<file path="src/source/rv_isa_pkg.sv">
package rv_isa_pkg;

  // Data and address width of the core.
  localparam int XLEN = 32;

  // Width of a register file index.
  localparam int RF_ADDR_W = 5;

  // Memory opcode as produced by the decode stage.
  typedef enum logic [3:0] {
    MEMOP_NONE = 4'd0,  // Not a memory instruction.
    MEMOP_LB   = 4'd1,
    MEMOP_LBU  = 4'd2,
    MEMOP_LH   = 4'd3,
    MEMOP_LHU  = 4'd4,
    MEMOP_LW   = 4'd5,
    MEMOP_SB   = 4'd6,
    MEMOP_SH   = 4'd7,
    MEMOP_SW   = 4'd8
  } memop_e;

  // Trap bus bit positions, matching the mcause exception codes.
  localparam int TRAP_LOAD_MISALIGN  = 4;  // Load address misaligned.
  localparam int TRAP_STORE_MISALIGN = 6;  // Store/AMO address misaligned.

endpackage

</file>
<file path="src/source/pipe_pkg.sv">
package pipe_pkg;

  // Width of the trap bus that runs down the pipeline.
  localparam int TRAP_LEN = 16;

  // Execute to memory payload. The trap bus travels next to it.
  typedef struct packed {
    logic [rv_isa_pkg::XLEN-1:0]      pc;
    logic [rv_isa_pkg::XLEN-1:0]      inst;
    logic [rv_isa_pkg::RF_ADDR_W-1:0] rd;
    logic [rv_isa_pkg::XLEN-1:0]      rs2;    // Store data.
    rv_isa_pkg::memop_e               memop;
    logic [rv_isa_pkg::XLEN-1:0]      alu;    // ALU result, also the address.
  } ex_mem_t;

  // Memory to writeback payload.
  typedef struct packed {
    logic [rv_isa_pkg::XLEN-1:0]      pc;
    logic [rv_isa_pkg::XLEN-1:0]      inst;
    logic [rv_isa_pkg::RF_ADDR_W-1:0] rd;
    logic [rv_isa_pkg::XLEN-1:0]      data;   // Load value or ALU result.
    logic [TRAP_LEN-1:0]              trap;
  } mem_wb_t;

endpackage

</file>
<file path="src/source/mem_access_stage.sv">
`timescale 1ns/1ps

module mem_access_stage #(
  parameter int RAM_WORDS = 256
) (
  input  logic                               clk,
  input  logic                               rst_i,
  input  logic                               in_req_i,
  output logic                               in_ack_o,
  input  pipe_pkg::ex_mem_t                  in_data_i,
  input  logic [pipe_pkg::TRAP_LEN-1:0]      in_trap_i,
  output logic                               mem_req_o,
  input  logic                               mem_ack_i,
  output logic                               mem_we_o,
  output logic [$clog2(RAM_WORDS)-1:0]       mem_addr_o,
  output logic [3:0]                         mem_wmask_o,
  output logic [rv_isa_pkg::XLEN-1:0]        mem_wdata_o,
  input  logic [rv_isa_pkg::XLEN-1:0]        mem_rdata_i,
  output logic                               res_req_o,
  input  logic                               res_ack_i,
  output pipe_pkg::mem_wb_t                  res_data_o
);

  localparam int AW = $clog2(RAM_WORDS);

  typedef enum logic [2:0] {
    ST_IDLE,
    ST_DECODE,  // Alignment known, pick RAM or bypass.
    ST_MEM,     // RAM handshake open.
    ST_FORMAT,  // Build the result.
    ST_RESP,
    ST_DRAIN
  } state_e;

  state_e                          state_q;
  logic                            in_ack_q;
  logic                            mem_req_q;
  logic                            res_req_q;
  pipe_pkg::ex_mem_t               in_q;
  logic [pipe_pkg::TRAP_LEN-1:0]   trap_q;
  logic [rv_isa_pkg::XLEN-1:0]     rdata_q;
  pipe_pkg::mem_wb_t               res_q;

  logic accept;
  logic op_lb, op_lbu, op_lh, op_lhu, op_lw, op_sb, op_sh, op_sw;
  logic is_load, is_store;
  logic ls_byte, ls_half, ls_word;
  logic ld_signed;
  logic [1:0] byte_off;
  logic misalign, mem_go;
  logic [3:0] base_mask;
  logic [rv_isa_pkg::XLEN-1:0] store_data;
  logic [rv_isa_pkg::XLEN-1:0] load_shifted;
  logic [rv_isa_pkg::XLEN-1:0] load_value;
  logic [rv_isa_pkg::XLEN-1:0] result;
  logic [pipe_pkg::TRAP_LEN-1:0] trap_out;

  assign accept = (state_q == ST_IDLE) && in_req_i && !in_ack_q;

  assign op_lb  = (in_q.memop == rv_isa_pkg::MEMOP_LB);
  assign op_lbu = (in_q.memop == rv_isa_pkg::MEMOP_LBU);
  assign op_lh  = (in_q.memop == rv_isa_pkg::MEMOP_LH);
  assign op_lhu = (in_q.memop == rv_isa_pkg::MEMOP_LHU);
  assign op_lw  = (in_q.memop == rv_isa_pkg::MEMOP_LW);
  assign op_sb  = (in_q.memop == rv_isa_pkg::MEMOP_SB);
  assign op_sh  = (in_q.memop == rv_isa_pkg::MEMOP_SH);
  assign op_sw  = (in_q.memop == rv_isa_pkg::MEMOP_SW);

  assign is_load   = op_lb | op_lbu | op_lh | op_lhu | op_lw;
  assign is_store  = op_sb | op_sh | op_sw;
  assign ls_byte   = op_lb | op_lbu | op_sb;
  assign ls_half   = op_lh | op_lhu | op_sh;
  assign ls_word   = op_lw | op_sw;
  assign ld_signed = op_lb | op_lh;  // LW needs no extension.

  assign byte_off = in_q.alu[1:0];
  assign misalign = (ls_half & byte_off[0]) | (ls_word & (byte_off != 2'b00));
  assign mem_go   = (is_load | is_store) & ~misalign;

  assign base_mask  = ({4{ls_byte}} & 4'b0001) |
                      ({4{ls_half}} & 4'b0011) |
                      ({4{ls_word}} & 4'b1111);
  assign store_data = ls_byte ? {{(rv_isa_pkg::XLEN-8){1'b0}}, in_q.rs2[7:0]} :
                      ls_half ? {{(rv_isa_pkg::XLEN-16){1'b0}}, in_q.rs2[15:0]} :
                      in_q.rs2;

  // RAM request fields come straight from the held item.
  assign mem_we_o    = is_store;
  assign mem_addr_o  = in_q.alu[AW+1:2];
  assign mem_wmask_o = is_store ? (base_mask << byte_off) : 4'b0000;
  assign mem_wdata_o = store_data << {byte_off, 3'b000};

  assign load_shifted = rdata_q >> {byte_off, 3'b000};

  always_comb begin
    if (ls_byte) begin
      load_value = {{(rv_isa_pkg::XLEN-8){ld_signed & load_shifted[7]}}, load_shifted[7:0]};
    end else if (ls_half) begin
      load_value = {{(rv_isa_pkg::XLEN-16){ld_signed & load_shifted[15]}},
                    load_shifted[15:0]};
    end else begin
      load_value = load_shifted;
    end
  end

  // A misaligned load never reads the RAM, so it keeps the ALU value.
  assign result = (is_load && !misalign) ? load_value : in_q.alu;

  always_comb begin
    trap_out = trap_q;
    trap_out[rv_isa_pkg::TRAP_LOAD_MISALIGN]  = trap_q[rv_isa_pkg::TRAP_LOAD_MISALIGN] |
                                                (is_load & misalign);
    trap_out[rv_isa_pkg::TRAP_STORE_MISALIGN] = trap_q[rv_isa_pkg::TRAP_STORE_MISALIGN] |
                                                (is_store & misalign);
  end

  always_ff @(posedge clk) begin
    if (rst_i) begin
      state_q   <= ST_IDLE;
      in_ack_q  <= 1'b0;
      mem_req_q <= 1'b0;
      res_req_q <= 1'b0;
    end else begin
      if (accept) in_ack_q <= 1'b1;
      else if (in_ack_q && !in_req_i) in_ack_q <= 1'b0;

      case (state_q)
        ST_IDLE: begin
          if (accept) state_q <= ST_DECODE;
        end
        ST_DECODE: begin
          if (mem_go) begin
            mem_req_q <= 1'b1;
            state_q   <= ST_MEM;
          end else begin
            state_q <= ST_FORMAT;  // Bypass the RAM.
          end
        end
        ST_MEM: begin
          if (mem_ack_i) begin
            mem_req_q <= 1'b0;
            state_q   <= ST_FORMAT;
          end
        end
        ST_FORMAT: begin
          res_req_q <= 1'b1;
          state_q   <= ST_RESP;
        end
        ST_RESP: begin
          if (res_ack_i) begin
            res_req_q <= 1'b0;
            state_q   <= ST_DRAIN;
          end
        end
        ST_DRAIN: begin
          if (!res_ack_i) state_q <= ST_IDLE;  // Ready for the next item.
        end
        default: state_q <= ST_IDLE;
      endcase
    end
  end

  always_ff @(posedge clk) begin
    if (accept) begin
      in_q   <= in_data_i;
      trap_q <= in_trap_i;
    end
    if (state_q == ST_MEM && mem_ack_i) rdata_q <= mem_rdata_i;
    if (state_q == ST_FORMAT) begin
      res_q.pc   <= in_q.pc;
      res_q.inst <= in_q.inst;
      res_q.rd   <= in_q.rd;
      res_q.data <= result;
      res_q.trap <= trap_out;
    end
  end

  assign in_ack_o   = in_ack_q;
  assign mem_req_o  = mem_req_q;
  assign res_req_o  = res_req_q;
  assign res_data_o = res_q;

endmodule

</file>
<file path="config.mk">
export PLATFORM = sky130hd
export DESIGN_NAME = mem_access_stage
export DESIGN_NICKNAME = d
export VERILOG_FILES = /design/src/source/rv_isa_pkg.sv /design/src/source/pipe_pkg.sv /design/src/source/mem_access_stage.sv
export SDC_FILE = /design/constraint.sdc
export NUM_CORES = 1
export LEC_CHECK = 0
export ABC_AREA = 1
export ABC_CLOCK_PERIOD_IN_PS = 12000
export BUFFER_PORTS_ARGS = -buffer_cell sky130_fd_sc_hd__buf_4
export CELL_PAD_IN_SITES_DETAIL_PLACEMENT = 0
export CELL_PAD_IN_SITES_GLOBAL_PLACEMENT = 2
export CORE_MARGIN = 2
export CORE_UTILIZATION = 32
export CTS_BUF_LIST = sky130_fd_sc_hd__clkbuf_8
export DETAILED_ROUTE_END_ITERATION = 8
export PLACE_DENSITY_LB_ADDON = 0.12
export SYNTH_ARGS = -nofsm -noshare
export SYNTH_HDL_FRONTEND = slang
export SYNTH_SLANG_ARGS = --single-unit
export TNS_END_PERCENT = 20
</file>
<file path="constraint.sdc">
create_clock -name clk -period 12 [get_ports clk]
set_input_delay 0 -clock clk [delete_from_list [all_inputs] [get_ports clk]]
set_output_delay 0 -clock clk [all_outputs]
set_load 0.005 [all_outputs]
</file>
-- Yosys cells after proc, flatten, opt, wreduce, memory -nomap -nowiden
Index checks and enable logic that the tools add are counted.
- eq/ne operators: 18
- shift operators: 3
- multiplexer cells: 19
- bitwise gates (word level): 25
- reduce and logical (&&, ||, !) cells: 16
- operators with widths (cell ; count):
    two-way mux 32 bit ; 5
    left shift 32 x 5 -> 32 bit ; 1
    >> shifter 32 x 5 -> 32 bit ; 1
    case mux 3 bit (6 select lines) ; 1
    == test 4 x 3 -> 1 bit (second input constant) ; 4
    OR 1 bit ; 15
    two-way mux 3 bit ; 4
    != test 2 bit (second input constant) ; 5
    == test 4 x 2 -> 1 bit (second input constant) ; 2
    nonzero test 2 bit ; 4
    bitwise AND 1 bit ; 7
    == test 3 x 2 -> 1 bit (second input constant) ; 2
    == test 3 bit (second input constant) ; 2
    two-way mux 1 bit ; 6
    logical AND 1 bit ; 5
    == test 4 x 1 -> 1 bit (second input constant) ; 1
    == test 4 bit (second input constant) ; 1
    two-way mux 4 bit ; 1
    OR 2 x 4 -> 4 bit ; 1
    case mux 1 bit (2 select lines) ; 2
    AND reduction 4 bit ; 1
    left shift 4 x 2 -> 4 bit ; 1
    == test 3 x 1 -> 1 bit (second input constant) ; 1
    zero test 1 bit ; 3
    5 further kinds ; 5
- bits in registers: 308
- input port bits: 190
- output and inout bits: 165
- logic and storage cells: 98

-- Longest topological paths before layout
- depth in word-level cells: 9
- mapped depth: 11
- mapped depth without buffers: 11

-- Worst setup path after synthesis
OpenSTA, ideal clock, no wires.
- kind: flip-flop to flip-flop
- start point: register state_q[1]
- end point: register in_q, in the netlist byte_off[0] (enable)
- setup time: 0.888 ns
- arrival: 11.636 ns
- required time: 11.112 ns
- path slack: -0.524 ns
- cell stages (with the launch flop): 4
- buffers on the path: 0
- cell sequence: dfxtp_1 -> nor2_1 -> nand2_1 -> nor3b_1
- word-level cells in the longest chain between the ends: 3
- ends and longest elaborated chain (item ; line ; text):
    from (decl) ; mem_access_stage.sv:35 ; state_e state_q;
    from (signal assigned) ; mem_access_stage.sv:119 ; state_q <= ST_IDLE;
    from (signal assigned) ; mem_access_stage.sv:129 ; if (accept) state_q <= ST_DECODE;
    from (signal assigned) ; mem_access_stage.sv:134 ; state_q <= ST_MEM;
    zero test 3 bit ; mem_access_stage.sv:58 ; assign accept = (state_q == ST_IDLE) && in_req_i && !in_ack_q;
    logical AND 1 bit (2 in series) ; mem_access_stage.sv:58 ;
    net accept ; mem_access_stage.sv:44 ; logic accept;
    to (signal assigned) ; mem_access_stage.sv:165 ; in_q <= in_data_i;
    to (decl) ; mem_access_stage.sv:39 ; pipe_pkg::ex_mem_t in_q;
The timed path passes the listed nets, and every way through them passes these cells.
A chain may end at the register's enable or synchronous reset.

-- Worst setup path after layout
- start point: register in_q[33] in the netlist's numbering
- end point: output mem_wdata_o[28] in the netlist's numbering
- word-level cells in the longest chain between the ends: 6
- ends and longest elaborated chain (item ; line ; text):
    == test 4 x 2 -> 1 bit / == test 4 x 3 -> 1 bit (equally long branches) ; mem_access_stage.sv:62, mem_access_stage.sv:63 ;
    OR 1 bit (2 in series) ; mem_access_stage.sv:72 ; assign ls_half = op_lh | op_lhu | op_sh;
    two-way mux 32 bit ; mem_access_stage.sv:84 ; ls_half ? {{(rv_isa_pkg::XLEN-16){1'b0}}, in_q.rs2[15:0]} :
    two-way mux 32 bit * ; mem_access_stage.sv:83 ; assign store_data = ls_byte ? {{(rv_isa_pkg::XLEN-8){1'b0}}, in_q.rs2[7:0]} :
    left shift 32 x 5 -> 32 bit * ; mem_access_stage.sv:91 ; assign mem_wdata_o = store_data << {byte_off, 3'b000};
    to (decl) ; mem_access_stage.sv:17 ; output logic [rv_isa_pkg::XLEN-1:0] mem_wdata_o,
Every way passes the cells marked *; elsewhere a longest branch is shown, timed or not.

==> out/metrics.yaml <==
cts_sinks: 308
r2r_cells: 8
met3_usage: 0.0602
syn2layout_area_growth_pct: 53.0
clk_pin_slew_ns: 0.06
grt_pass1_wl_um: 48800
hold_class: "primary input to register"
relSlewSlack: 0.251
syn_area_mm2: 0.0112
synth_most_common_cell: "edfxtp_1"
grt_max_degree: 146
clock_skew_ns: 0.0322
maxCapViolCount: 0
async_reset_ff_frac: 0
die_h_um: 191
worst_pin_slew_ns: 1.12
cts_made_buffers: 53
dr.pass1.iters: 5
switching_share: 0.296
synth_cells: 709
grt-busiest-layer: "met2"
fmax_mhz: 303
worstPathArrival_ns: 3.30
htreeDepth: 2
synth_edf_count: 302
finalSetupTns_ns: 0
synth_top_area_cell: "edfxtp_1"
ioPinCount: 355
synth_cell_types: 39
io_buffers: 354
row_count: 68
yosysTopAreaCellShare: 0.808
clockBufferDepth: 3
vias: 7797
cp-start-kind: "register"
hpwl_um: 22500
ys_top_cells_by_area: "edfxtp_1 81%, nand2_1 3.3%, nor2_1 1.7%"
cts_tree: "done"
post_cts_resized: 0
power_switching_w: 0.000923
power_frac_comb: 0.227
antenna_found_initial: 1
hold_viol_final: 0
gp_congestion: 0.769
status: "completed"
syn-num-nets: 899
grt_usage: 0.178
postCtsSetupBuffers: 0
cp_data_required_time_ns: 12.00
use_met1: 0.218
drt_iter0_markers: 352
wl_um: 33200
peakVddDrop_mv: 0.294
yosys_warnings: 0
worstSetupPathType: "register to primary output"
internal-power_w: 0.00220
wl_per_cell_um: 18.7
fin_crit_sh: 0.275
cts_root_buf: "clkbuf_8"
grt_pass1_vias: 8375
rsz0062_at_grt: "false"
critPathMaxFanout: 15
period_minus_slack_ns: 3.30
drc: 0
dp_cells: 1490
drive_above_1_share: 0.340
final_antenna_net_count: 0
synth-seq-cells: 308
end_kind: "primary output"
nets: 1470
ys.flop_type: "edfxtp_1"
avgSynthCellArea_um2: 15.8
die_w_um: 191
insertion_delay_ns: 0.60
grt_overflow_total: 0
leakage_nw: 6.91
viasPerCell: 4.39
fin_cells: 1775
initial_core_util: 0.325
slew_viol_final: 0
clockPowerShare: 0.281
core_mm2: 0.0345
setup_viol: 0
p_seq_frac: 0.492
fp.dieArea_mm2: 0.0366
hold_depth: 2
synth_common_cells: "302 x edfxtp_1, 99 x nand2_1, 50 x nor2_1, 49 x inv_1, 34 x a21oi_1"
p_per_area_mw_per_mm2: 182
synth-seq-area-share: 0.818
grt_use_met2: 0.299
## path summary, 6_finish.rpt
kind | start | endpoint | slack (ns)
max reg2reg | byte_off[1]$_DFFE_PP_ | res_data_o[24]$_DFFE_PN_ | 8.81
min reg2reg | in_q[77]$_DFFE_PP_ | res_data_o[57]$_DFFE_PN_ | 0.41
max | in_q[33]$_DFFE_PP_ | mem_wdata_o[28] | 8.70
min | in_data_i[102] | in_q[102]$_DFFE_PP_ | 0.11
## placed cells by master, fill, tap and decap left out, types with 18 or more instances in the layout
| cell type | synthesis | layout |
|---|---|---|
| o22ai_1 | 18 | 18 |
| buf_4 | 12 | 357 |
| nand2_1 | 99 | 99 |
| nor2_1 | 50 | 49 |
| clkbuf_8 | 0 | 53 |
| dlygate4sd3_1 | 0 | 190 |
| inv_1 | 49 | 70 |
| o21ai_0 | 30 | 30 |
| nand3_1 | 18 | 18 |
| a21oi_1 | 34 | 34 |
| edfxtp_1 | 302 | 302 |
## state kept, by name, summed over array words and instances, names as in the netlist
signal and count:
byte_off 2, in_ack_o 1, in_q 127, mem_addr_o 8, mem_req_o 1, rdata_q 32
res_data_o 117, res_req_o 1, state_q 3, trap_q 16
## layout make-up
cell class | count | area (um2)
Clock inverter | 41 | 229
Clock buffer | 53 | 729
Sequential cell | 308 | 9190
Multi-Input combinational cell | 317 | 1650
Antenna cell | 1 | 2.50
Inverter | 52 | 203
Fill cell | 3124 | 17400
Timing Repair Buffer | 548 | 4600
Tap cell | 455 | 569
## stage by stage
| step | utilization | power [W] | cell area (um2) | hold slack (ns) | setup slack [ns] |
|---|---|---|---|---|---|
| 2_1_floorplan | - | 0.00192 | 11200 | 0.0691 | 4.96 |
| 3_3_place_gp | 0.414 | 0.00222 | 14300 | 0.178 | 8.88 |
| 6_report | 0.497 | 0.00312 | 17200 | 0.105 | 8.70 |
| 3_5_place_dp | 0.414 | 0.00223 | 14300 | 0.179 | 8.75 |
| 5_1_grt | 0.497 | 0.00330 | 17200 | 0.0886 | 8.36 |
| 4_1_cts | 0.497 | 0.00318 | 17200 | 0.0584 | 8.56 |
## power groups by stage
stage	Clock (W)	Sequential, W	Combinational [W]
after CTS	0.000916	0.00154	0.000724
after global routing	0.000958	0.00156	0.000783
after floorplan	0	0.00156	0.000357
after detailed placement	0	0.00156	0.000670
after global placement	0	0.00155	0.000668
final	0.000878	0.00153	0.000708
## critical path: stages (launching register included)
cell	delay (ns)
edfxtp_1	0.46
inv_1	0.11
nor2_1	0.06
o21ai_1	0.12
nand2_1	0.33
nor2_1	0.73
nand2_2	0.43
o22ai_1	0.32
buf_4	0.16
## cells by family (layout without fill, tap and decap cells)
group,count (synthesis),in the layout,synth area share
DFF,308,308,0.818
and+or+nand+nor,198,198,0.0796
AOI/OAI and AO/OA,111,111,0.0590
buffers and inverters,84,694,0.0359
other,0,1,0
muxes,8,8,0.00713
## layer usage
| metal | up-vias | wire (um) |
|---|---|---|
| li1 | 3755 | - |
| met5 | - | 0 |
| met2 | 294 | 16400 |
| met1 | 3701 | 13200 |
| met3 | 47 | 3000 |
| met4 | 0 | 681 |
## what timing repair did
| action | 4_1_cts | 5_1_grt |
|---|---|---|
| hold buffers | 190 | 0 |
| setup endpoints to repair | 0 | 0 |
| hold endpoints to repair | 209 | 0 |
Note: power is estimated with default switching activity, not from simulation.
