--- src/source/pipe_stage_reg.sv ---
`timescale 1ns/1ps

module pipe_stage_reg #(
  parameter type payload_t = logic
) (
  input  logic     clk,
  input  logic     rst_i,
  input  logic     in_req_i,
  output logic     in_ack_o,
  input  payload_t in_data_i,
  output logic     out_req_o,
  input  logic     out_ack_i,
  output payload_t out_data_o
);

  logic     full_q;       // An item is held.
  logic     in_ack_q;
  logic     out_req_q;
  logic     out_drain_q;  // Out side waits for ack to fall.
  payload_t data_q;

  logic capture;

  // Take a new item only when empty and the previous in handshake is closed.
  assign capture = in_req_i && !full_q && !in_ack_q;

  always_ff @(posedge clk) begin
    if (rst_i) begin
      full_q      <= 1'b0;
      in_ack_q    <= 1'b0;
      out_req_q   <= 1'b0;
      out_drain_q <= 1'b0;
    end else begin
      if (capture) begin
        full_q   <= 1'b1;
        in_ack_q <= 1'b1;
      end else if (in_ack_q && !in_req_i) begin
        in_ack_q <= 1'b0;  // Sender released req.
      end

      if (full_q && !out_req_q && !out_drain_q) begin
        out_req_q <= 1'b1;  // One cycle after capture.
      end else if (out_req_q && out_ack_i) begin
        out_req_q   <= 1'b0;
        out_drain_q <= 1'b1;
      end else if (out_drain_q && !out_ack_i) begin
        out_drain_q <= 1'b0;
        full_q      <= 1'b0;  // Empty again.
      end
    end
  end

  always_ff @(posedge clk) begin
    if (capture) data_q <= in_data_i;
  end

  assign in_ack_o   = in_ack_q;
  assign out_req_o  = out_req_q;
  assign out_data_o = data_q;

endmodule

--- config.mk ---
export PLATFORM = sky130hd
export DESIGN_NAME = pipe_stage_reg
export DESIGN_NICKNAME = d
export VERILOG_FILES = /design/src/source/pipe_stage_reg.sv
export SDC_FILE = /design/constraint.sdc
export NUM_CORES = 1
export LEC_CHECK = 0
export BUFFER_PORTS_ARGS = -buffer_cell sky130_fd_sc_hd__buf_2
export CORE_AREA = 3 3 40 42
export CTS_CLUSTER_SIZE = 24
export DETAILED_ROUTE_END_ITERATION = 6
export DIE_AREA = 0 0 43 45
export PLACE_DENSITY_LB_ADDON = 0.3
export SYNTH_ARGS = -nofsm -noshare
export SYNTH_HDL_FRONTEND = slang
export SYNTH_SLANG_ARGS = --single-unit
--- constraint.sdc ---
create_clock -name clk -period 0.85 [get_ports clk]
set_input_delay 0.0425 -clock clk [delete_from_list [all_inputs] [get_ports clk]]
set_output_delay 0.0425 -clock clk [all_outputs]
set_load 0.01 [all_outputs]
# After elaboration in Yosys (flattened, before gate mapping)
# Index checks and enable logic that the tools add are counted.
# word_totals
elab_cells,33
out_inout_bits,3
register_bits,5
in_bits,5
# op_classes
bitwise,1
muxes,10
n_reduce_logical,17
# ops
op,count
1-bit two-way mux,10
1-bit logical AND,7
1-bit zero test,6
2-bit nonzero test,3
2-bit AND reduction,1
1-bit inverter,1

# Depth between registers and ports, before layout
# Gate-level depths: netlist of the first run.
# logic_depth
ltp_word,7
depth_mapped,2
depth_no_buf,2

# Least setup slack after synthesis of the first run
# OpenSTA, ideal clock, no wires.
# synth_path
path_kind,register -> register
from,register in_ack_q (netlist: in_ack_o)
to,"register data_q (netlist: out_data_o), enable pin"
t_arrival_ps,558
setup_slack_ps,-6
stages_incl_launch_ff,3
cell_sequence,dfxtp_1 > nand2b_4 > nor2_1
# synth_via
elab_chain_cells,2
# synth_lines
item,line,text
start: declaration,17,logic in_ack_q;
start signal: assignment,30,in_ack_q <= 1'b0;
start signal: assignment,36,in_ack_q <= 1'b1;
start signal: assignment,38,in_ack_q <= 1'b0;
1-bit zero test,25,assign capture = in_req_i && !full_q && !in_ack_q;
1-bit logical AND,25,
named net capture,22,logic capture;
end signal: assignment,54,if (capture) data_q <= in_data_i;
end: declaration,20,payload_t data_q;
# The timed path passes the listed nets, and every way through them passes these cells.
# A chain may end at the register's enable or synchronous reset.

==> impl_metrics.json, run 1 <==
{
  "outcome": "finished clean",
  "post-place-ws_ps": 11.7,
  "critPathCapture": "out_req_o",
  "timing.reg2reg.setup_slack_ps": 30,
  "yosys_most_used_dff": "dfxtp_1",
  "pwr-share-comb": 0.127,
  "critical_path.reg2reg.startpoint": "in_ack_o",
  "rsz0062_at_grt": "true",
  "synth_area_per_cell_um2": 11.8,
  "power.share.sequential": 0.431,
  "crit-reg2reg-capture": "out_data_o",
  "timing.hold.worst.class": "in -> reg",
  "timing.final.ws_setup_ps": 13.9,
  "route.detailed.drc": 0,
  "finalClockSkew_ps": 2.67,
  "synth_top_area_share": 0.424,
  "wire_per_inst_um": 8.20,
  "grt_first_pass_wirelength_um": 634,
  "dpl.cell_count": 39,
  "tritoncts": "yes",
  "clock_latency_ps": 240,
  "dieArea_um2": 1940,
  "flow.area_growth_from_synthesis_pct": 64.2,
  "cts-root-buf": "clkbuf_4",
  "firstDrtPassIters": 4,
  "switching_part_of_the_total": 0.229,
  "antenna-diode-count": 0,
  "timing.critical_path.slowest_cell_delay_ps": 530,
  "post_layout_nonfiller_instances": 45,
  "groute.usage.overall": 0.0510,
  "path_class": "in -> reg",
  "tritoncts_num_sinks": 5,
  "via_count": 162,
  "synthesis.area_um2": 189,
  "cp_data_arrival_time_ps": 1020,
  "num_io_pins": 8,
  "grt_max_degree": 5,
  "post_route_cells_drive_above_1_share": 0.500,
  "netlist_instances": 16,
  "grt_antenna_before_repair": 0,
  "max_freq_mhz": 1200,
  "synth_cell_types": 10,
  "worst-slew-pin-transition_ps": 173,
  "peakVddDrop_uv": 878,
  "cp_num_cells": 4,
  "detail_route.vias_per_cell": 3.60,
  "ant_nets": 0,
  "power_density_nw_per_um2": 2020,
  "gr-total-overflow": 0,
  "power.leakage_nw": 0.145,
  "path_delay_family": "buffers and inverters",
  "cts_inserted_buffers": 3,
  "max-slew-margin-rel": 0.885,
  "gp_congestion": 0.646,
  "postRouteWirelength_um": 369,
  "synth_edf_count": 1,
  "final.period_utilization": 0.984,
  "yosys_warnings": 0,
  "grt_pass1_vias": 162,
  "detailedRoute.firstIterationViolations": 1,
  "post-dp-hpwl_um": 293,
  "cap_violations": 0,
  "switching_power_uw": 144,
  "critical_path.cell_chain": "dlygate4sd3_1 -> buf_2 -> nor3b_1 -> a31o_1",
  "placementRows": 13,
  "cts_buffer_depth": 2,
  "cts.htree.levels": 1,
  "cp_max_fo": 4,
  "ys_seq_elements": 5,
  "synth_largest_area_cell": "dfxtp_1",
  "num-fill-cells": 144,
  "initial_core_util": 0.147,
  "clk_pin_slew_ps": 40,
  "p_clk_frac": 0.442,
  "intPower_uw": 484,
  "die_h_um": 45,
  "synth_fp_nets": 21,
  "worst_setup_path_start_kind": "input pin",
  "hold_viol_final": 0,
  "synthTopCellsByArea": "dfxtp_1 (42%), edfxtp_1 (16%), a221oi_2 (7.9%)",
  "yosys-top-cells-count": "dfxtp_1 (4), inv_1 (3), nor2_1 (2)",
  "core_area_um2": 1280,
  "yosysSeqAreaShare": 0.583,
  "final_max_slew_viol_count": 0,
  "reg2reg_depth": 2,
  "crit_required_ps": 1040,
  "library_cell_with_the_highest_instance_count_after_synthesis": "dfxtp_1",
  "finalNetCount": 36,
  "dieWidth_um": 43,
  "report.final.setup_viol": 0,
  "placement.io_buffers": 7,
  "asyncSetResetFlopFracSynth": 0,
  "critical_path.startpoint": "rst_i",
  "period_minus_slack_ps": 836,
  "critical_path_buf_inv_count": 2,
  "crit_path_top_delay_cell": "dlygate4sd3_1",
  "setup.worst_path.end_class": "register"
}
[worst min-delay path by stage]
stage,slack [ps],end,cells after the start,start
after CTS,60,in_ack_o,2,in_req_i
final,60,in_ack_o,2,in_req_i
after global routing,60,in_ack_o,2,in_req_i
after floorplan,110,full_q,1,rst_i
after global placement,230,out_data_o,1,in_data_i
after detailed placement,230,out_data_o,1,in_data_i
[sequential cells by signal (all words and copies together), names as in the netlist]
name	flops
full_q	1
in_ack_o	1
out_drain_q	1
out_req_o	1
out_data_o	1
[area by class of cell]
type	count	area, µm²	area share
Multi-Input combinational cell	8	70.1	0.226
Tap cell	15	18.8	0.0605
Sequential cell	5	111	0.359
Inverter	3	11.3	0.0363
Clock buffer	4	26.3	0.0847
Timing Repair Buffer	10	72.6	0.234
[power by group through the flow]
stage / sequential (mW) / clock, mW / combinational (mW)
final: 0.270 / 0.278 / 0.0800
after global routing: 0.272 / 0.315 / 0.0874
after CTS: 0.269 / 0.290 / 0.0783
after detailed placement: 0.273 / 0 / 0.0671
after global placement: 0.273 / 0 / 0.0659
after floorplan: 0.278 / 0 / 0.0301
[layer usage]
metal,part of all wire,vias up,GRT usage
met5,0,-,0
met1,0.44,70,0.0608
met3,0.16,0,0.0717
met4,0,0,0
li1,-,84,-
met2,0.39,8,0.0539
[per-stage QoR]
stage / hold WS (ps) / setup TNS (ps) / total power [mW] / cell area, µm² / utilization
after floorplan: 109 / 0 / 0.308 / 190 / -
after global placement: 226 / 0 / 0.339 / 251 / 0.196
after detailed placement: 229 / 0 / 0.341 / 251 / 0.196
after CTS: 63.7 / 0 / 0.638 / 304 / 0.237
after global routing: 58.9 / -3.10 / 0.674 / 310 / 0.241
final: 64.8 / 0 / 0.628 / 310 / 0.241
[cells in the final DEF, fill, tap and decap left out, drive strengths merged]
cell and instances:
buf 8, nor3b 1, a221oi 1, inv 3, o211a 1, dlygate4sd3 2, a31o 1, dfxtp 4
nand2b 1, nor3 1, clkbuf 4, edfxtp 1, nor2 2
[kinds of logic (layout without fill, tap and decap cells)]
logic type             Yosys count  after routing  synth area share
flip-flops                       5              5             0.583
AND/OR/NAND/NOR                  5              5             0.179
buffers and inverters            3             17            0.0596
AO/OA/AOI/OAI                    3              3             0.179
[repair_timing]
| item | CTS | global route |
|---|---|---|
| hold buffers | 2 | 0 |
| gates cloned | 0 | 0 |
| setup endpoints to repair | 1 | 2 |
| hold endpoints to repair | 2 | 0 |
| gates resized for setup | 1 | 2 |
| buffers inserted | 0 | 0 |
(Power assumes the default switching activity.)
==> run 2, diff against run 1 <==
--- a/config.mk
+++ b/config.mk
@@ -6,6 +6,8 @@
 export NUM_CORES = 1
 export LEC_CHECK = 0
 export BUFFER_PORTS_ARGS = -buffer_cell sky130_fd_sc_hd__buf_2
+export CELL_PAD_IN_SITES_DETAIL_PLACEMENT = 1
+export CELL_PAD_IN_SITES_GLOBAL_PLACEMENT = 1
 export CORE_AREA = 3 3 40 42
 export CTS_CLUSTER_SIZE = 24
 export DETAILED_ROUTE_END_ITERATION = 6
==> run 2 against run 1 <==
  * Sequential share of layout area up 1.2 points
  * Flip-flop and latch count unchanged
  * Worst hold slack lost 11 ps
  * Sequential power barely moved
  * Largest cell class unchanged
  * Non-clock buffer count fell by 1
  * Maximum frequency grew 1.5%
  * Combinational power is 7.3% lower
  * Critical path type is now reg -> reg
  * Via count is 4.3% higher
  * First-iteration DRC count is the same
==> impl_metrics.json, run 2 (synthesis gave the netlist of run 1 again) <==
{
  "post_cts_buffers": 0,
  "antenna-diode-count": 0,
  "intPower_uw": 478,
  "period_minus_slack_ps": 824,
  "die_h_um": 45,
  "power.share.sequential": 0.428,
  "post_route_cells_drive_above_1_share": 0.517,
  "num-fill-cells": 156,
  "final_cell_mix": "buf_2 (6), inv_1 (3), clkbuf_4 (3), dfxtp_1 (3), dlygate4sd3_1 (2)",
  "num_io_pins": 8,
  "max-slew-margin-rel": 0.877,
  "crit_path_top_delay_cell": "dfxtp_2",
  "finalNetCount": 35,
  "tritoncts_num_sinks": 5,
  "fin_setup_tns_ps": 0,
  "postRouteWirelength_um": 434,
  "timing.hold.worst.class": "in -> reg",
  "final.period_utilization": 0.969,
  "max_freq_mhz": 1210,
  "report.final.setup_viol": 0,
  "clk_pin_slew_ps": 50,
  "crit_required_ps": 810,
  "cp_max_fo": 3,
  "multi_input_area_um2": 75.1,
  "initial_core_util": 0.147,
  "grt_pass1_vias": 180,
  "worst-slew-pin-transition_ps": 182,
  "power_uw": 631,
  "wire_per_inst_um": 9.86,
  "clock_latency_ps": 250,
  "detailedRoute.firstIterationViolations": 1,
  "reg2reg_depth": 2,
  "area.sequential_um2": 111,
  "final_max_slew_viol_count": 0,
  "cp_data_arrival_time_ps": 790,
  "flow.area_growth_from_synthesis_pct": 58.9,
  "critical_path.cell_chain": "nand2b_4 -> nor2_2",
  "detail_route.vias_per_cell": 3.84,
  "grt_antenna_before_repair": 0,
  "outcome": "finished clean",
  "post-dp-hpwl_um": 340,
  "cap_violations": 0,
  "dieArea_um2": 1940,
  "dpl.cell_count": 38,
  "pwr-share-comb": 0.118,
  "finalClockSkew_ps": 2.50,
  "critical_path.reg2reg.startpoint": "in_ack_o",
  "hold_path_end": "in_ack_o",
  "crit-reg2reg-capture": "out_data_o",
  "tritoncts": "yes",
  "ant_nets": 0,
  "cts-root-buf": "clkbuf_4",
  "cts.htree.levels": 1,
  "placement.io_buffers": 7,
  "p_clk_frac": 0.455,
  "post_layout_nonfiller_instances": 44,
  "min_path_cells": 2,
  "setup.worst_path.end_class": "register",
  "groute.usage.overall": 0.0591,
  "hold-worst-slack_ps": 54.0,
  "path_delay_family": "flip-flops",
  "power.leakage_nw": 0.140,
  "route.detailed.drc": 0,
  "grt_first_pass_wirelength_um": 676,
  "path_class": "reg -> reg",
  "critical_path_buf_inv_count": 0,
  "via_count": 169,
  "min-delay-start": "in_req_i",
  "timing.reg2reg.setup_slack_ps": 30,
  "switching_power_uw": 153,
  "core_area_um2": 1280,
  "layout.cells.most_common": "buf_2",
  "dieWidth_um": 43,
  "worst_setup_path_start_kind": "register",
  "gr-total-overflow": 0,
  "rsz0062_at_grt": "false",
  "switching_part_of_the_total": 0.242,
  "cts_inserted_buffers": 3,
  "firstDrtPassIters": 2,
  "placementRows": 13,
  "grt_max_degree": 5,
  "cts_buffer_depth": 2,
  "power_density_nw_per_um2": 2100,
  "peakVddDrop_uv": 408,
  "hold_viol_final": 0,
  "gp_congestion": 0.551,
  "timing.critical_path.slowest_cell_delay_ps": 320
}
run 2: cell count changes in the layout (fill, tap and decap cells not counted):
cell     delta
buf_4       +1
buf_6       -2
nor3b_1     -1
nor3b_2     +1
run 2: power by group through the flow:
stage | Sequential, mW | Combinational, mW | Clock (mW)
CTS | 0.270 | 0.0725 | 0.299
detailed placement | 0.274 | 0.0639 | 0
finish | 0.270 | 0.0742 | 0.287
global route | 0.271 | 0.0808 | 0.322
floorplan | 0.278 | 0.0301 | 0
global placement | 0.274 | 0.0612 | 0
run 2: area by class of cell:
cell class,count,share of cell area
flip-flops and latches,5,0.371
repair buffers,9,0.192
clock buffers,4,0.0875
well taps,15,0.0625
multi-input cells,8,0.250
inverters,3,0.0375
run 2: worst register-to-register path: stages (launching register included):
cell and delay, ps:
dfxtp_2 320, nand2b_4 140, nor2_2 80
run 2: routing by layer:
| metal | track usage | part of all wire | up-vias | wire, µm |
|---|---|---|---|---|
| li1 | - | - | 80 | - |
| met3 | 0.0239 | 0.048 | 4 | 21 |
| met5 | 0 | 0 | - | 0 |
| met1 | 0.0265 | 0.29 | 79 | 125 |
| met2 | 0.0988 | 0.58 | 6 | 251 |
| met4 | 0.127 | 0.081 | 0 | 35 |
run 2: worst max path at each step:
stage	endpoint	slack (ps)	cells past startpoint	start
finish	out_data_o	30	2	in_ack_o
global placement	out_data_o	20	2	in_ack_o
CTS	out_req_o	10	4	rst_i
detailed placement	out_data_o	1	2	in_ack_o
floorplan	out_data_o	9	2	in_ack_o
global route	out_req_o	0.08	4	rst_i
run 2: repair_timing:
action | CTS | global route
setup endpoints to repair | 1 | 1
hold endpoints to repair | 2 | 0
hold buffers | 2 | 0
resized for setup | 1 | 2
run 2: metrics by stage:
stage                     instance area (µm²)   util  setup WS, ps
after CTS                                 293  0.228          13.3
after detailed placement                  244  0.190          1.32
after global routing                      300  0.234        0.0847
after global placement                    244  0.190          22.2
final                                     300  0.234          26.4
after floorplan                           190      -          9.49
==> run 3, diff against run 2 <==
==> config.mk (replaced) <==
export PLATFORM = sky130hd
export DESIGN_NAME = pipe_stage_reg
export DESIGN_NICKNAME = d
export VERILOG_FILES = /design/src/source/pipe_stage_reg.sv
export SDC_FILE = /design/constraint.sdc
export NUM_CORES = 1
export LEC_CHECK = 0
export BUFFER_PORTS_ARGS = -buffer_cell sky130_fd_sc_hd__clkbuf_2
export CELL_PAD_IN_SITES_DETAIL_PLACEMENT = 1
export CELL_PAD_IN_SITES_GLOBAL_PLACEMENT = 1
export CORE_AREA = 3 3 40 42
export CTS_CLUSTER_SIZE = 24
export DETAILED_ROUTE_END_ITERATION = 6
export DIE_AREA = 0 0 43 45
export PLACE_DENSITY_LB_ADDON = 0.25
export SYNTH_ARGS = -nofsm -noshare
export SYNTH_HDL_FRONTEND = slang
export SYNTH_SLANG_ARGS = --single-unit
==> run 3 against run 2 <==
  * Clock skew is 0.70 ps higher
  * Die area stayed put
  * Wire length is 6.2% lower
  * Critical path type unchanged
==> impl_metrics.json, run 3 (synthesis gave the netlist of run 1 again) <==
{
  "crit-reg2reg-capture": "out_data_o",
  "power_uw": 615,
  "gr-total-overflow": 0,
  "cp_data_arrival_time_ps": 780,
  "switching_part_of_the_total": 0.231,
  "power.share.sequential": 0.441,
  "clk_pin_slew_ps": 40,
  "firstDrtPassIters": 2,
  "final_area_um2": 283,
  "critical_path_buf_inv_count": 0,
  "crit_path_top_delay_cell": "dfxtp_2",
  "initial_core_util": 0.147,
  "placement.io_buffers": 7,
  "route.detailed.drc": 0,
  "num_io_pins": 8,
  "setup.worst_path.end_class": "register",
  "finalNetCount": 34,
  "max-slew-margin-rel": 0.885,
  "tritoncts_num_sinks": 5,
  "ant_nets": 0,
  "worst_setup_path_start_kind": "register",
  "gp_congestion": 0.663,
  "post-place-ws_ps": 3.29,
  "critical_path.reg2reg.startpoint": "in_ack_o",
  "pwr-share-comb": 0.108,
  "fin_setup_tns_ps": 0,
  "hold_viol_final": 0,
  "path_class": "reg -> reg",
  "final_cell_mix": "clkbuf_2 (7), inv_1 (3), clkbuf_4 (3), dfxtp_1 (3)",
  "timing.hold.worst.class": "in -> reg",
  "post_layout_nonfiller_instances": 43,
  "timing.reg2reg.setup_slack_ps": 30,
  "power_density_nw_per_um2": 2170,
  "switching_power_uw": 142,
  "post-dp-hpwl_um": 337,
  "cp_num_cells": 2,
  "crit_required_ps": 810,
  "intPower_uw": 473,
  "timing.final.ws_setup_ps": 31.2,
  "period_minus_slack_ps": 819,
  "finalClockSkew_ps": 3.20,
  "dpl.cell_count": 38,
  "max_freq_mhz": 1220,
  "worst-slew-pin-transition_ps": 172,
  "cp_max_fo": 3,
  "critPathCapture": "out_data_o",
  "grt_pass1_vias": 185,
  "critical_path.startpoint": "in_ack_o",
  "cts.htree.levels": 1,
  "postRouteWirelength_um": 407,
  "groute.usage.overall": 0.0609,
  "power.leakage_nw": 0.134,
  "timing.critical_path.slowest_cell_delay_ps": 320,
  "dieArea_um2": 1940,
  "final.period_utilization": 0.963,
  "cap_violations": 0,
  "critical_path.cell_chain": "nand2b_4 -> nor2_2",
  "layout.cells.most_common": "clkbuf_2",
  "hold-worst-slack_ps": 9.74,
  "via_count": 155,
  "path_delay_family": "flip-flops",
  "rsz0062_at_grt": "true",
  "tritoncts": "yes",
  "report.final.setup_viol": 0,
  "post_cts_buffers": 0,
  "dieWidth_um": 43,
  "placed_area_um2": 244,
  "cts_buffer_depth": 2,
  "flow.area_growth_from_synthesis_pct": 49.7,
  "placementRows": 13,
  "p_clk_frac": 0.450,
  "peakVddDrop_uv": 880,
  "core_area_um2": 1280,
  "antenna-diode-count": 0,
  "cts_inserted_buffers": 3,
  "post_route_cells_drive_above_1_share": 0.500,
  "wire_per_inst_um": 9.47,
  "die_h_um": 45,
  "grt_first_pass_wirelength_um": 738,
  "final_max_slew_viol_count": 0,
  "cts-root-buf": "clkbuf_4",
  "detailedRoute.firstIterationViolations": 1,
  "outcome": "finished clean",
  "clock_latency_ps": 240,
  "grt_max_degree": 5,
  "grt_antenna_before_repair": 0,
  "final_util": 0.220,
  "reg2reg_depth": 2,
  "detail_route.vias_per_cell": 3.60
}
run 3: cell types whose count changed in the layout (fill, tap and decap cells not counted):
cell,delta
nor3b_2,-1
buf_2,-6
nor3b_1,+1
buf_4,-1
clkbuf_2,+7
dlygate4sd3_1,-1
run 3: cell type report:
class                      count  area [µm²]
inverter                       3        11.3
multi-input combinational      8        70.1
timing repair buffer           8        45.0
tap                           15        18.8
clock buffer                   4        26.3
sequential                     5         111
fill                         155        1000
run 3: worst min path at each step:
| stage | startpoint | cells after the start | to | slack [ps] |
|---|---|---|---|---|
| CTS | rst_i | 2 | full_q | 0.1 |
| finish | rst_i | 2 | full_q | 10 |
| detailed placement | in_data_i | 1 | out_data_o | 230 |
| floorplan | rst_i | 1 | full_q | 110 |
| global placement | in_data_i | 1 | out_data_o | 220 |
| global route | rst_i | 2 | full_q | 20 |
run 3: power groups by stage:
stage	clock network (mW)	registers (mW)	logic [mW]
2_1_floorplan	0	0.278	0.0301
3_3_place_gp	0	0.275	0.0621
3_5_place_dp	0	0.275	0.0639
4_1_cts	0.297	0.271	0.0675
5_1_grt	0.318	0.272	0.0765
6_report	0.277	0.271	0.0666
run 3: what timing repair did:
item	in CTS	in global routing
resized for setup	0	1
hold endpoints to repair	1	0
hold buffers	1	0
setup endpoints to repair	0	1
run 3: routing by layer:
metal / wire [µm] / part of all wire / global-route usage / vias to the layer above
met5: 0 / 0 / 0 / -
met4: 0 / 0 / 0.0361 / 0
met3: 51 / 0.13 / 0.0717 / 0
met2: 210 / 0.52 / 0.0898 / 6
met1: 146 / 0.36 / 0.0460 / 70
li1: - / - / - / 79
